## config.mk

```make
export PLATFORM = sky130hd
export DESIGN_NAME = immu_top
export DESIGN_NICKNAME = d
export VERILOG_FILES = /design/src/hdl/immu_pkg.sv /design/src/hdl/itlb.sv /design/src/hdl/ptw.sv /design/src/hdl/immu_ctrl.sv /design/src/hdl/immu_top.sv
export SDC_FILE = /design/constraint.sdc
export NUM_CORES = 1
export LEC_CHECK = 0
export ABC_AREA = 1
export ABC_CLOCK_PERIOD_IN_PS = 5000
export BUFFER_PORTS_ARGS = -buffer_cell sky130_fd_sc_hd__buf_2
export CAP_MARGIN = 5
export CORE_UTILIZATION = 35
export CTS_CLUSTER_SIZE = 40
export DETAILED_ROUTE_END_ITERATION = 10
export SYNTH_ARGS = -nofsm -noshare
export SYNTH_HDL_FRONTEND = slang
export SYNTH_HIERARCHICAL = 1
export SYNTH_SLANG_ARGS = --single-unit
export TNS_END_PERCENT = 50
```

## constraint.sdc

```tcl
create_clock -name clk -period 5 [get_ports clk]
set_input_delay 1 -clock clk [delete_from_list [all_inputs] [get_ports clk]]
set_output_delay 1 -clock clk [all_outputs]
set_load 0.005 [all_outputs]
```

## src/hdl/immu_pkg.sv

```systemverilog
package immu_pkg;

    // Sv32 field widths
    localparam int PAGE_OFFSET_W = 12;
    localparam int VPN_W         = 20;
    localparam int PPN_W         = 22;

    // Address and page number types
    typedef logic [31:0]        vaddr_t;
    typedef logic [33:0]        paddr_t;
    typedef logic [VPN_W-1:0]   vpn_t;
    typedef logic [PPN_W-1:0]   ppn_t;
    typedef logic [31:0]        pte_t;

    // PTE permission bits
    localparam int PTE_V = 0;
    localparam int PTE_R = 1;
    localparam int PTE_W = 2;
    localparam int PTE_X = 3;

    // PPN sits above the RSW field
    localparam int PTE_PPN_LSB = 10;

    // Walker FSM
    typedef enum logic [2:0] {
        idle,
        read_l1,
        wait_l1,
        read_l0,
        wait_l0,
        done
    } ptw_state_t;

    // Physical page number of an entry
    function automatic ppn_t pte_ppn(input pte_t pte);
        return pte[PTE_PPN_LSB +: PPN_W];
    endfunction

    // Leaf when readable or executable
    function automatic logic pte_is_leaf(input pte_t pte);
        return pte[PTE_R] | pte[PTE_X];
    endfunction

endpackage

```

## src/hdl/itlb.sv

```systemverilog
`timescale 1ns/1ps

module itlb import immu_pkg::*; #(
    parameter int TLB_ENTRIES = 4
) (
    input  logic clk,
    input  logic rst_n,
    // Lookup side
    input  logic lookup,
    input  vpn_t lookup_vpn,
    // Invalidate everything
    input  logic flush,
    // Refill from the walker
    input  logic update,
    input  vpn_t update_vpn,
    input  ppn_t update_ppn,
    input  logic update_page_4m,
    // Lookup result in the same cycle
    output logic hit,
    output ppn_t hit_ppn,
    output logic hit_page_4m
);

    localparam int IDX_W = $clog2(TLB_ENTRIES);

    // Entry fields with one slot per index
    logic [TLB_ENTRIES-1:0] valid_q;
    logic [9:0]             vpn_1_q   [TLB_ENTRIES];
    logic [9:0]             vpn_0_q   [TLB_ENTRIES];
    ppn_t                   ppn_q     [TLB_ENTRIES];
    logic [TLB_ENTRIES-1:0] page_4m_q;

    logic [IDX_W-1:0] r_index;
    logic [IDX_W-1:0] w_index;
    logic             tag_match;
    logic             off_match;

    // Index from the low bits of vpn_1
    assign r_index = lookup_vpn[10 +: IDX_W];
    assign w_index = update_vpn[10 +: IDX_W];

    assign tag_match = valid_q[r_index] && (vpn_1_q[r_index] == lookup_vpn[19:10]);
    // Superpage entries ignore vpn_0
    assign off_match = page_4m_q[r_index] || (vpn_0_q[r_index] == lookup_vpn[9:0]);

    assign hit         = lookup && tag_match && off_match;
    assign hit_ppn     = ppn_q[r_index];
    assign hit_page_4m = page_4m_q[r_index];

    always_ff @(posedge clk or negedge rst_n) begin
        if (!rst_n) begin
            valid_q   <= '0;
            page_4m_q <= '0;
            for (int i = 0; i < TLB_ENTRIES; i++) begin
                vpn_1_q[i] <= '0;
                vpn_0_q[i] <= '0;
                ppn_q[i]   <= '0;
            end
        end else if (flush) begin
            // Flush wins over a refill in the same cycle
            valid_q <= '0;
        end else if (update) begin
            valid_q[w_index]   <= 1'b1;
            vpn_1_q[w_index]   <= update_vpn[19:10];
            vpn_0_q[w_index]   <= update_vpn[9:0];
            ppn_q[w_index]     <= update_ppn;
            page_4m_q[w_index] <= update_page_4m;
        end
    end

    // Refill and lookup never share a cycle
    a_no_refill_on_lookup: assert property (@(posedge clk) disable iff (!rst_n)
        update |-> !lookup);

endmodule

```

## src/hdl/ptw.sv

```systemverilog
`timescale 1ns/1ps

module ptw import immu_pkg::*; (
    input  logic   clk,
    input  logic   rst_n,
    input  ppn_t   satp_ppn,
    // Walk request from the front end
    input  logic   walk_start,
    input  vpn_t   walk_vpn,
    // Memory read port
    output logic   mem_req,
    output paddr_t mem_addr,
    input  logic   mem_rvalid,
    input  pte_t   mem_rdata,
    // Walk result
    output logic   walk_done,
    output logic   walk_fault,
    output ppn_t   walk_ppn,
    output logic   walk_page_4m,
    // TLB refill
    output logic   tlb_update,
    output vpn_t   tlb_vpn,
    output ppn_t   tlb_ppn,
    output logic   tlb_page_4m
);

    ptw_state_t state;
    ptw_state_t state_next;

    // Latched request and next table base
    vpn_t vpn_q;
    ppn_t base_ppn_q;

    ppn_t rdata_ppn;
    logic pte_bad;
    logic pte_leaf;
    logic misaligned;
    logic rsp_l1;
    logic rsp_l0;
    logic l1_finish;
    logic l1_fault;
    logic l0_fault;

    // PTE decode
    assign rdata_ppn  = pte_ppn(mem_rdata);
    assign pte_leaf   = pte_is_leaf(mem_rdata);
    // Invalid, or write without read
    assign pte_bad    = !mem_rdata[PTE_V] || (!mem_rdata[PTE_R] && mem_rdata[PTE_W]);
    // Superpage must be 4 MiB aligned
    assign misaligned = |rdata_ppn[9:0];

    assign rsp_l1 = (state == wait_l1) && mem_rvalid;
    assign rsp_l0 = (state == wait_l0) && mem_rvalid;

    // Level 1 ends on a fault or a superpage leaf
    assign l1_finish = rsp_l1 && (pte_bad || pte_leaf);
    assign l1_fault  = pte_bad || (pte_leaf && (!mem_rdata[PTE_X] || misaligned));
    // Level 0 must be an executable leaf
    assign l0_fault  = pte_bad || !pte_leaf || !mem_rdata[PTE_X];

    // Result leaves in the cycle of the last read return
    assign walk_done    = l1_finish || rsp_l0;
    assign walk_fault   = rsp_l0 ? l0_fault : l1_fault;
    assign walk_ppn     = walk_fault ? '0 : rdata_ppn;
    assign walk_page_4m = rsp_l1;

    // Refill only on success
    assign tlb_update  = walk_done && !walk_fault;
    assign tlb_vpn     = vpn_q;
    assign tlb_ppn     = rdata_ppn;
    assign tlb_page_4m = rsp_l1;

    // One read per level
    assign mem_req  = (state == read_l1) || (state == read_l0);
    assign mem_addr = {base_ppn_q, (state == read_l0) ? vpn_q[9:0] : vpn_q[19:10], 2'b00};

    always_comb begin
        state_next = state;
        case (state)
            idle: begin
                if (walk_start) begin
                    state_next = read_l1;
                end
            end
            read_l1: state_next = wait_l1;
            wait_l1: begin
                if (l1_finish) begin
                    state_next = done;
                end else if (mem_rvalid) begin
                    // Pointer to the next table
                    state_next = read_l0;
                end
            end
            read_l0: state_next = wait_l0;
            wait_l0: begin
                if (mem_rvalid) begin
                    state_next = done;
                end
            end
            done:    state_next = idle;
            default: state_next = idle;
        endcase
    end

    always_ff @(posedge clk or negedge rst_n) begin
        if (!rst_n) begin
            state <= idle;
        end else begin
            state <= state_next;
        end
    end

    always_ff @(posedge clk) begin
        if (state == idle && walk_start) begin
            vpn_q      <= walk_vpn;
            base_ppn_q <= satp_ppn;
        end else if (rsp_l1 && !l1_finish) begin
            base_ppn_q <= rdata_ppn;
        end
    end

    // Memory returns only while a read is outstanding
    a_rvalid_in_wait: assert property (@(posedge clk) disable iff (!rst_n)
        mem_rvalid |-> (state == wait_l1 || state == wait_l0));

    // Front end never starts a second walk
    a_start_in_idle: assert property (@(posedge clk) disable iff (!rst_n)
        walk_start |-> (state == idle));

endmodule

```

## src/hdl/immu_ctrl.sv

```systemverilog
`timescale 1ns/1ps

module immu_ctrl import immu_pkg::*; (
    input  logic   clk,
    input  logic   rst_n,
    // Fetch request
    input  logic   req,
    input  vaddr_t vaddr,
    // TLB lookup
    output logic   lookup,
    output vpn_t   lookup_vpn,
    input  logic   tlb_hit,
    input  ppn_t   tlb_ppn,
    input  logic   tlb_page_4m,
    // Walker handoff
    output logic   walk_start,
    output vpn_t   walk_vpn,
    input  logic   walk_done,
    input  logic   walk_fault,
    input  ppn_t   walk_ppn,
    input  logic   walk_page_4m,
    // Response to fetch
    output logic   resp_valid,
    output paddr_t paddr,
    output logic   fault,
    output logic   busy
);

    // Accepted request
    logic   pending_q;
    vaddr_t vaddr_q;

    // Build paddr from a ppn, superpages keep vpn_0
    function automatic paddr_t form_paddr(input ppn_t ppn, input logic page_4m,
                                          input vaddr_t va);
        if (page_4m) begin
            return {ppn[21:10], va[21:PAGE_OFFSET_W], va[PAGE_OFFSET_W-1:0]};
        end
        return {ppn, va[PAGE_OFFSET_W-1:0]};
    endfunction

    // Lookup in the cycle after acceptance
    assign lookup     = pending_q;
    assign lookup_vpn = vaddr_q[31:PAGE_OFFSET_W];

    // Miss goes straight to the walker
    assign walk_start = pending_q && !tlb_hit;
    assign walk_vpn   = lookup_vpn;

    always_ff @(posedge clk or negedge rst_n) begin
        if (!rst_n) begin
            pending_q  <= 1'b0;
            resp_valid <= 1'b0;
            busy       <= 1'b0;
        end else begin
            pending_q  <= req;
            resp_valid <= (pending_q && tlb_hit) || walk_done;
            if (walk_start) begin
                busy <= 1'b1;
            end else if (walk_done) begin
                busy <= 1'b0;
            end
        end
    end

    // Address and result payload
    always_ff @(posedge clk) begin
        if (req) begin
            vaddr_q <= vaddr;
        end
        if (pending_q && tlb_hit) begin
            paddr <= form_paddr(tlb_ppn, tlb_page_4m, vaddr_q);
            fault <= 1'b0;
        end else if (walk_done) begin
            // Faulting walks return a zero address
            paddr <= walk_fault ? '0 : form_paddr(walk_ppn, walk_page_4m, vaddr_q);
            fault <= walk_fault;
        end
    end

    // One translation in flight at a time
    a_no_req_when_busy: assert property (@(posedge clk) disable iff (!rst_n)
        req |-> !(busy || pending_q || resp_valid));

endmodule

```

## src/hdl/immu_top.sv

```systemverilog
`timescale 1ns/1ps

module immu_top import immu_pkg::*; #(
    parameter int TLB_ENTRIES = 4
) (
    input  logic   clk,
    input  logic   rst_n,
    // Fetch request
    input  logic   req,
    input  vaddr_t vaddr,
    // Control
    input  logic   flush,
    input  ppn_t   satp_ppn,
    output logic   busy,
    // Response
    output logic   resp_valid,
    output paddr_t paddr,
    output logic   fault,
    // Memory read port
    output logic   mem_req,
    output paddr_t mem_addr,
    input  logic   mem_rvalid,
    input  pte_t   mem_rdata
);

    // Front end to TLB
    logic lookup;
    vpn_t lookup_vpn;
    logic tlb_hit;
    ppn_t tlb_ppn;
    logic tlb_page_4m;

    // Front end to walker
    logic walk_start;
    vpn_t walk_vpn;
    logic walk_done;
    logic walk_fault;
    ppn_t walk_ppn;
    logic walk_page_4m;

    // Walker refill into the TLB
    logic tlb_update;
    vpn_t tlb_vpn;
    ppn_t tlb_upd_ppn;
    logic tlb_upd_page_4m;

    immu_ctrl u_ctrl (
        .clk          (clk),
        .rst_n        (rst_n),
        .req          (req),
        .vaddr        (vaddr),
        .lookup       (lookup),
        .lookup_vpn   (lookup_vpn),
        .tlb_hit      (tlb_hit),
        .tlb_ppn      (tlb_ppn),
        .tlb_page_4m  (tlb_page_4m),
        .walk_start   (walk_start),
        .walk_vpn     (walk_vpn),
        .walk_done    (walk_done),
        .walk_fault   (walk_fault),
        .walk_ppn     (walk_ppn),
        .walk_page_4m (walk_page_4m),
        .resp_valid   (resp_valid),
        .paddr        (paddr),
        .fault        (fault),
        .busy         (busy)
    );

    itlb #(
        .TLB_ENTRIES (TLB_ENTRIES)
    ) u_itlb (
        .clk            (clk),
        .rst_n          (rst_n),
        .lookup         (lookup),
        .lookup_vpn     (lookup_vpn),
        .flush          (flush),
        .update         (tlb_update),
        .update_vpn     (tlb_vpn),
        .update_ppn     (tlb_upd_ppn),
        .update_page_4m (tlb_upd_page_4m),
        .hit            (tlb_hit),
        .hit_ppn        (tlb_ppn),
        .hit_page_4m    (tlb_page_4m)
    );

    ptw u_ptw (
        .clk          (clk),
        .rst_n        (rst_n),
        .satp_ppn     (satp_ppn),
        .walk_start   (walk_start),
        .walk_vpn     (walk_vpn),
        .mem_req      (mem_req),
        .mem_addr     (mem_addr),
        .mem_rvalid   (mem_rvalid),
        .mem_rdata    (mem_rdata),
        .walk_done    (walk_done),
        .walk_fault   (walk_fault),
        .walk_ppn     (walk_ppn),
        .walk_page_4m (walk_page_4m),
        .tlb_update   (tlb_update),
        .tlb_vpn      (tlb_vpn),
        .tlb_ppn      (tlb_upd_ppn),
        .tlb_page_4m  (tlb_upd_page_4m)
    );

endmodule

```

==> results.cfg <==
[synthesis]
syn-cell-area_mm2 = 0.0134
yosys.area.top_type = dfrtp_1
synth.distinct_cells = 38
synth_flop_cell = dfrtp_1
syn_avg_cell_area_um2 = 8.94
seq_area_frac_synth_pct = 58.2
synthTopCellsByCount = nand2_1 (494), dfrtp_1 (182), o21ai_0 (179)
synth_top_cell_area_share_pct = 33.9
synth_edf_count = 108
synthArstFlopShare_pct = 62.5
yosys_warnings = 6
synthTopCellsByArea = dfrtp_1 (34%), edfxtp_1 (24%), nand2_1 (14%), o21ai_0 (6.7%), buf_4 (4.0%)
synth-seq-cells = 291
syn_inst = 1502
yosysMostFrequentCell = nand2_1

[layout]
multi_input_area_mm2 = 0.00421
finalCoreUtilization_pct = 40.6
fillers = 3832
finalNetCount = 1660
fin_cells = 2105
area.sequential_mm2 = 0.00782
area_delta_synth_final_pct = 13.8
diodes = 0
fin_area_mm2 = 0.0153
final_layout_size_suffix_gt1_share_pct = 17.4

[setup_path]
cp_max_fo = 87
worst-path-buf-inv = 3
cpLargestDelayFamily = buffers and inverters
crit_start = u_ctrl/vaddr_q[22]$_DFFE_PP_
cp_slowest_stage_delay_ns = 0.77
crit_required_ns = 5.29
crit_chain = buf_4 > nand3_1 > nand2_1 > nand2_1 > nand2_1 > nand2_1 > nor2_1 > nand2_1 > nor2_1 > nand2_1 > a21oi_2 > nor2_1 > nand3_1 > inv_2 > buf_12 > nand2_1 > o21ai_1
r2r_end = u_ptw/base_ppn_q[20]$_DFFE_PP_
endpoint_kind = flop
critPathKind = flop to flop
r2r-start = u_ctrl/vaddr_q[22]$_DFFE_PP_
critPathSlowestCell = buf_4
start_kind = flop
path_common_cell = nand2_1
cp-endpoint = u_ptw/base_ppn_q[20]$_DFFE_PP_
crit_arrival_ns = 4.04
cp.depth = 17
reg2reg_depth = 17
regToRegSetupSlack_ns = 1.25

[global_route]
gr-total-overflow = 0
grt_pass1_wl_um = 53100
track_usage_pct = 17.5
grt_max_degree = 113
grt_antenna_before_repair = 0
grt_pass1_vias = 9666

[clocking]
clock_latency_ns = 0.54
htreeDepth = 2
cts_inserted_buffers = 35
cts.sinks = 291
cts_buffer_depth = 3
cts-resized-gates = 0
root_buffer = clkbuf_16
ctsHoldBuffers = 0
cts_setup_buffers = 0
clk_pin_slew_ns = 0.06
cts_tree = built

[drt]
vias = 10061
dr.pass1.iters = 5
routed_wl_um = 33400
via_per_inst = 4.78
post_drt_wl_per_cell_um = 15.9
drt_iter0_markers = 787
postRouteAntennaNets = 0
drc_errors = 0

[floorplan]
die_h_um = 198
placementRows = 71
ios = 163
core-area_mm2 = 0.0377
dieArea_mm2 = 0.0391
initial_utilization_pct = 35.6
fp.dieW_um = 198

[power_and_ir_drop]
leakage_nw = 7.07
p_per_area_mw_per_mm2 = 450
vdd.ir_drop.worst_uv = 231
power_mw = 6.87

[timing]
clock_skew_ns = 0.0224
hold_viol = 0
tns_ns = 0
max_freq_ghz = 0.267
worst_slew_margin_rel_pct = 29.1
rsz0062_at_grt = false
setup_viol = 0
tightest_slew_ns = 1.06
min_period_over_period_pct = 74.9
fin_crit_ns = 3.75
report.final.slew_viol_count = 0

[placed_design]
port_buffers = 154
placed_cell_area_mm2 = 0.0141
dp_hpwl_um = 21100
routabilityCongestion = 0.820
placed_cells = 2043

[run]
drv_cap = 0

[status]
status = finished clean

[worst_hold_path]
min-delay-path-class = flop to flop
==> worst register-to-register path: cells and delay by family (launching register included) <==
kind,cells,cell delay (ns)
buffers and inverters,3,1.32
flip-flops,1,0.41
AND/OR/NAND/NOR,12,1.38
AO/OA/AOI/OAI,2,0.40
==> sequential cells by signal (all words and copies together) (netlist names) <==
| register | cells |
|---|---|
| u_ctrl/vaddr_q | 32 |
| u_ctrl/busy | 1 |
| u_itlb/vpn_1_q | 40 |
| u_ctrl/paddr | 34 |
| u_itlb/ppn_q | 88 |
| u_ctrl/lookup | 1 |
| u_ptw/tlb_vpn | 20 |
| u_ctrl/resp_valid | 1 |
| u_ptw/state | 3 |
| u_itlb/vpn_0_q | 40 |
| u_ctrl/fault | 1 |
| u_ptw/base_ppn_q | 22 |
| u_itlb/page_4m_q | 4 |
| u_itlb/valid_q | 4 |
==> metal layers <==
metal | up-vias | GRT usage, % | wire, um
li1 | 4903 | - | -
met1 | 4766 | 24.5 | 15600
met2 | 338 | 26.5 | 14700
met3 | 54 | 4.14 | 2370
met4 | 0 | 5.66 | 772
met5 | - | 0 | 0
==> area by class of cell <==
cell class	count	area share (%)
well taps	511	4.18
clock buffers	48	6.52
flip-flops and latches	291	51.2
clock inverters	14	1.21
inverters	122	3.06
multi-input cells	947	27.6
repair buffers	172	6.30
==> cell usage in the layout (no fill, tap or decap), types with 2 or more instances in the layout <==
cell type / n
a21oi_1: 4
a21oi_2: 2
buf_12: 4
buf_2: 153
buf_4: 14
bufinv_16: 4
clkbuf_1: 7
clkbuf_16: 36
clkbuf_8: 5
clkinv_1: 8
clkinv_2: 3
conb_1: 2
dfrtp_1: 182
edfxtp_1: 108
inv_1: 110
inv_2: 5
inv_4: 3
nand2_1: 494
nand2_2: 2
nand3_1: 52
nand3_2: 3
nand3b_1: 5
nand4_1: 2
nor2_1: 71
nor2_2: 30
nor2_4: 3
nor3_2: 2
o21ai_0: 178
o21ai_1: 61
o22ai_1: 22
or2_2: 2
xnor2_1: 3
xor2_1: 2
==> kinds of logic (layout without fill, tap and decap cells) <==
logic type | Yosys count | in the layout | share of synthesized area, %
flops | 291 | 291 | 58.2
simple gates | 669 | 669 | 20.5
buf+inv | 265 | 356 | 10.5
compound gates | 271 | 271 | 10.4
other cells | 1 | 2 | 0.0279
xor+xnor | 5 | 5 | 0.326
==> power breakdown <==
| part | internal [mW] | total (mW) | leakage, nW | switching (mW) |
|---|---|---|---|---|
| logic | 0.407 | 1.13 | 2.97 | 0.725 |
| registers | 2.94 | 3.15 | 3.52 | 0.210 |
| clock network | 1.61 | 2.59 | 0.576 | 0.987 |
| total | 4.95 | 6.87 | 7.07 | 1.92 |
==> per-stage QoR <==
stage / setup slack (ns) / hold WS [ns]
after floorplan: 1.76 / 0.419
after global placement: 1.15 / 0.432
after detailed placement: 1.09 / 0.437
after CTS: 1.28 / 0.450
after global routing: 0.883 / 0.458
final: 1.25 / 0.454
==> worst min-delay path by stage <==
stage | start | endpoint | slack [ns] | cells after the start
after global placement | u_itlb/vpn_1_q[11]$_DFFE_PN0P_ | u_itlb/vpn_1_q[11]$_DFFE_PN0P_ | 0.43 | 2
after CTS | u_itlb/vpn_1_q[11]$_DFFE_PN0P_ | u_itlb/vpn_1_q[11]$_DFFE_PN0P_ | 0.45 | 2
after global routing | u_itlb/vpn_1_q[11]$_DFFE_PN0P_ | u_itlb/vpn_1_q[11]$_DFFE_PN0P_ | 0.46 | 2
after floorplan | u_itlb/vpn_1_q[11]$_DFFE_PN0P_ | u_itlb/vpn_1_q[11]$_DFFE_PN0P_ | 0.42 | 2
after detailed placement | u_itlb/vpn_1_q[11]$_DFFE_PN0P_ | u_itlb/vpn_1_q[11]$_DFFE_PN0P_ | 0.44 | 2
final | u_itlb/vpn_1_q[11]$_DFFE_PN0P_ | u_itlb/vpn_1_q[11]$_DFFE_PN0P_ | 0.45 | 2
Power figures use the tool's default switching activity.
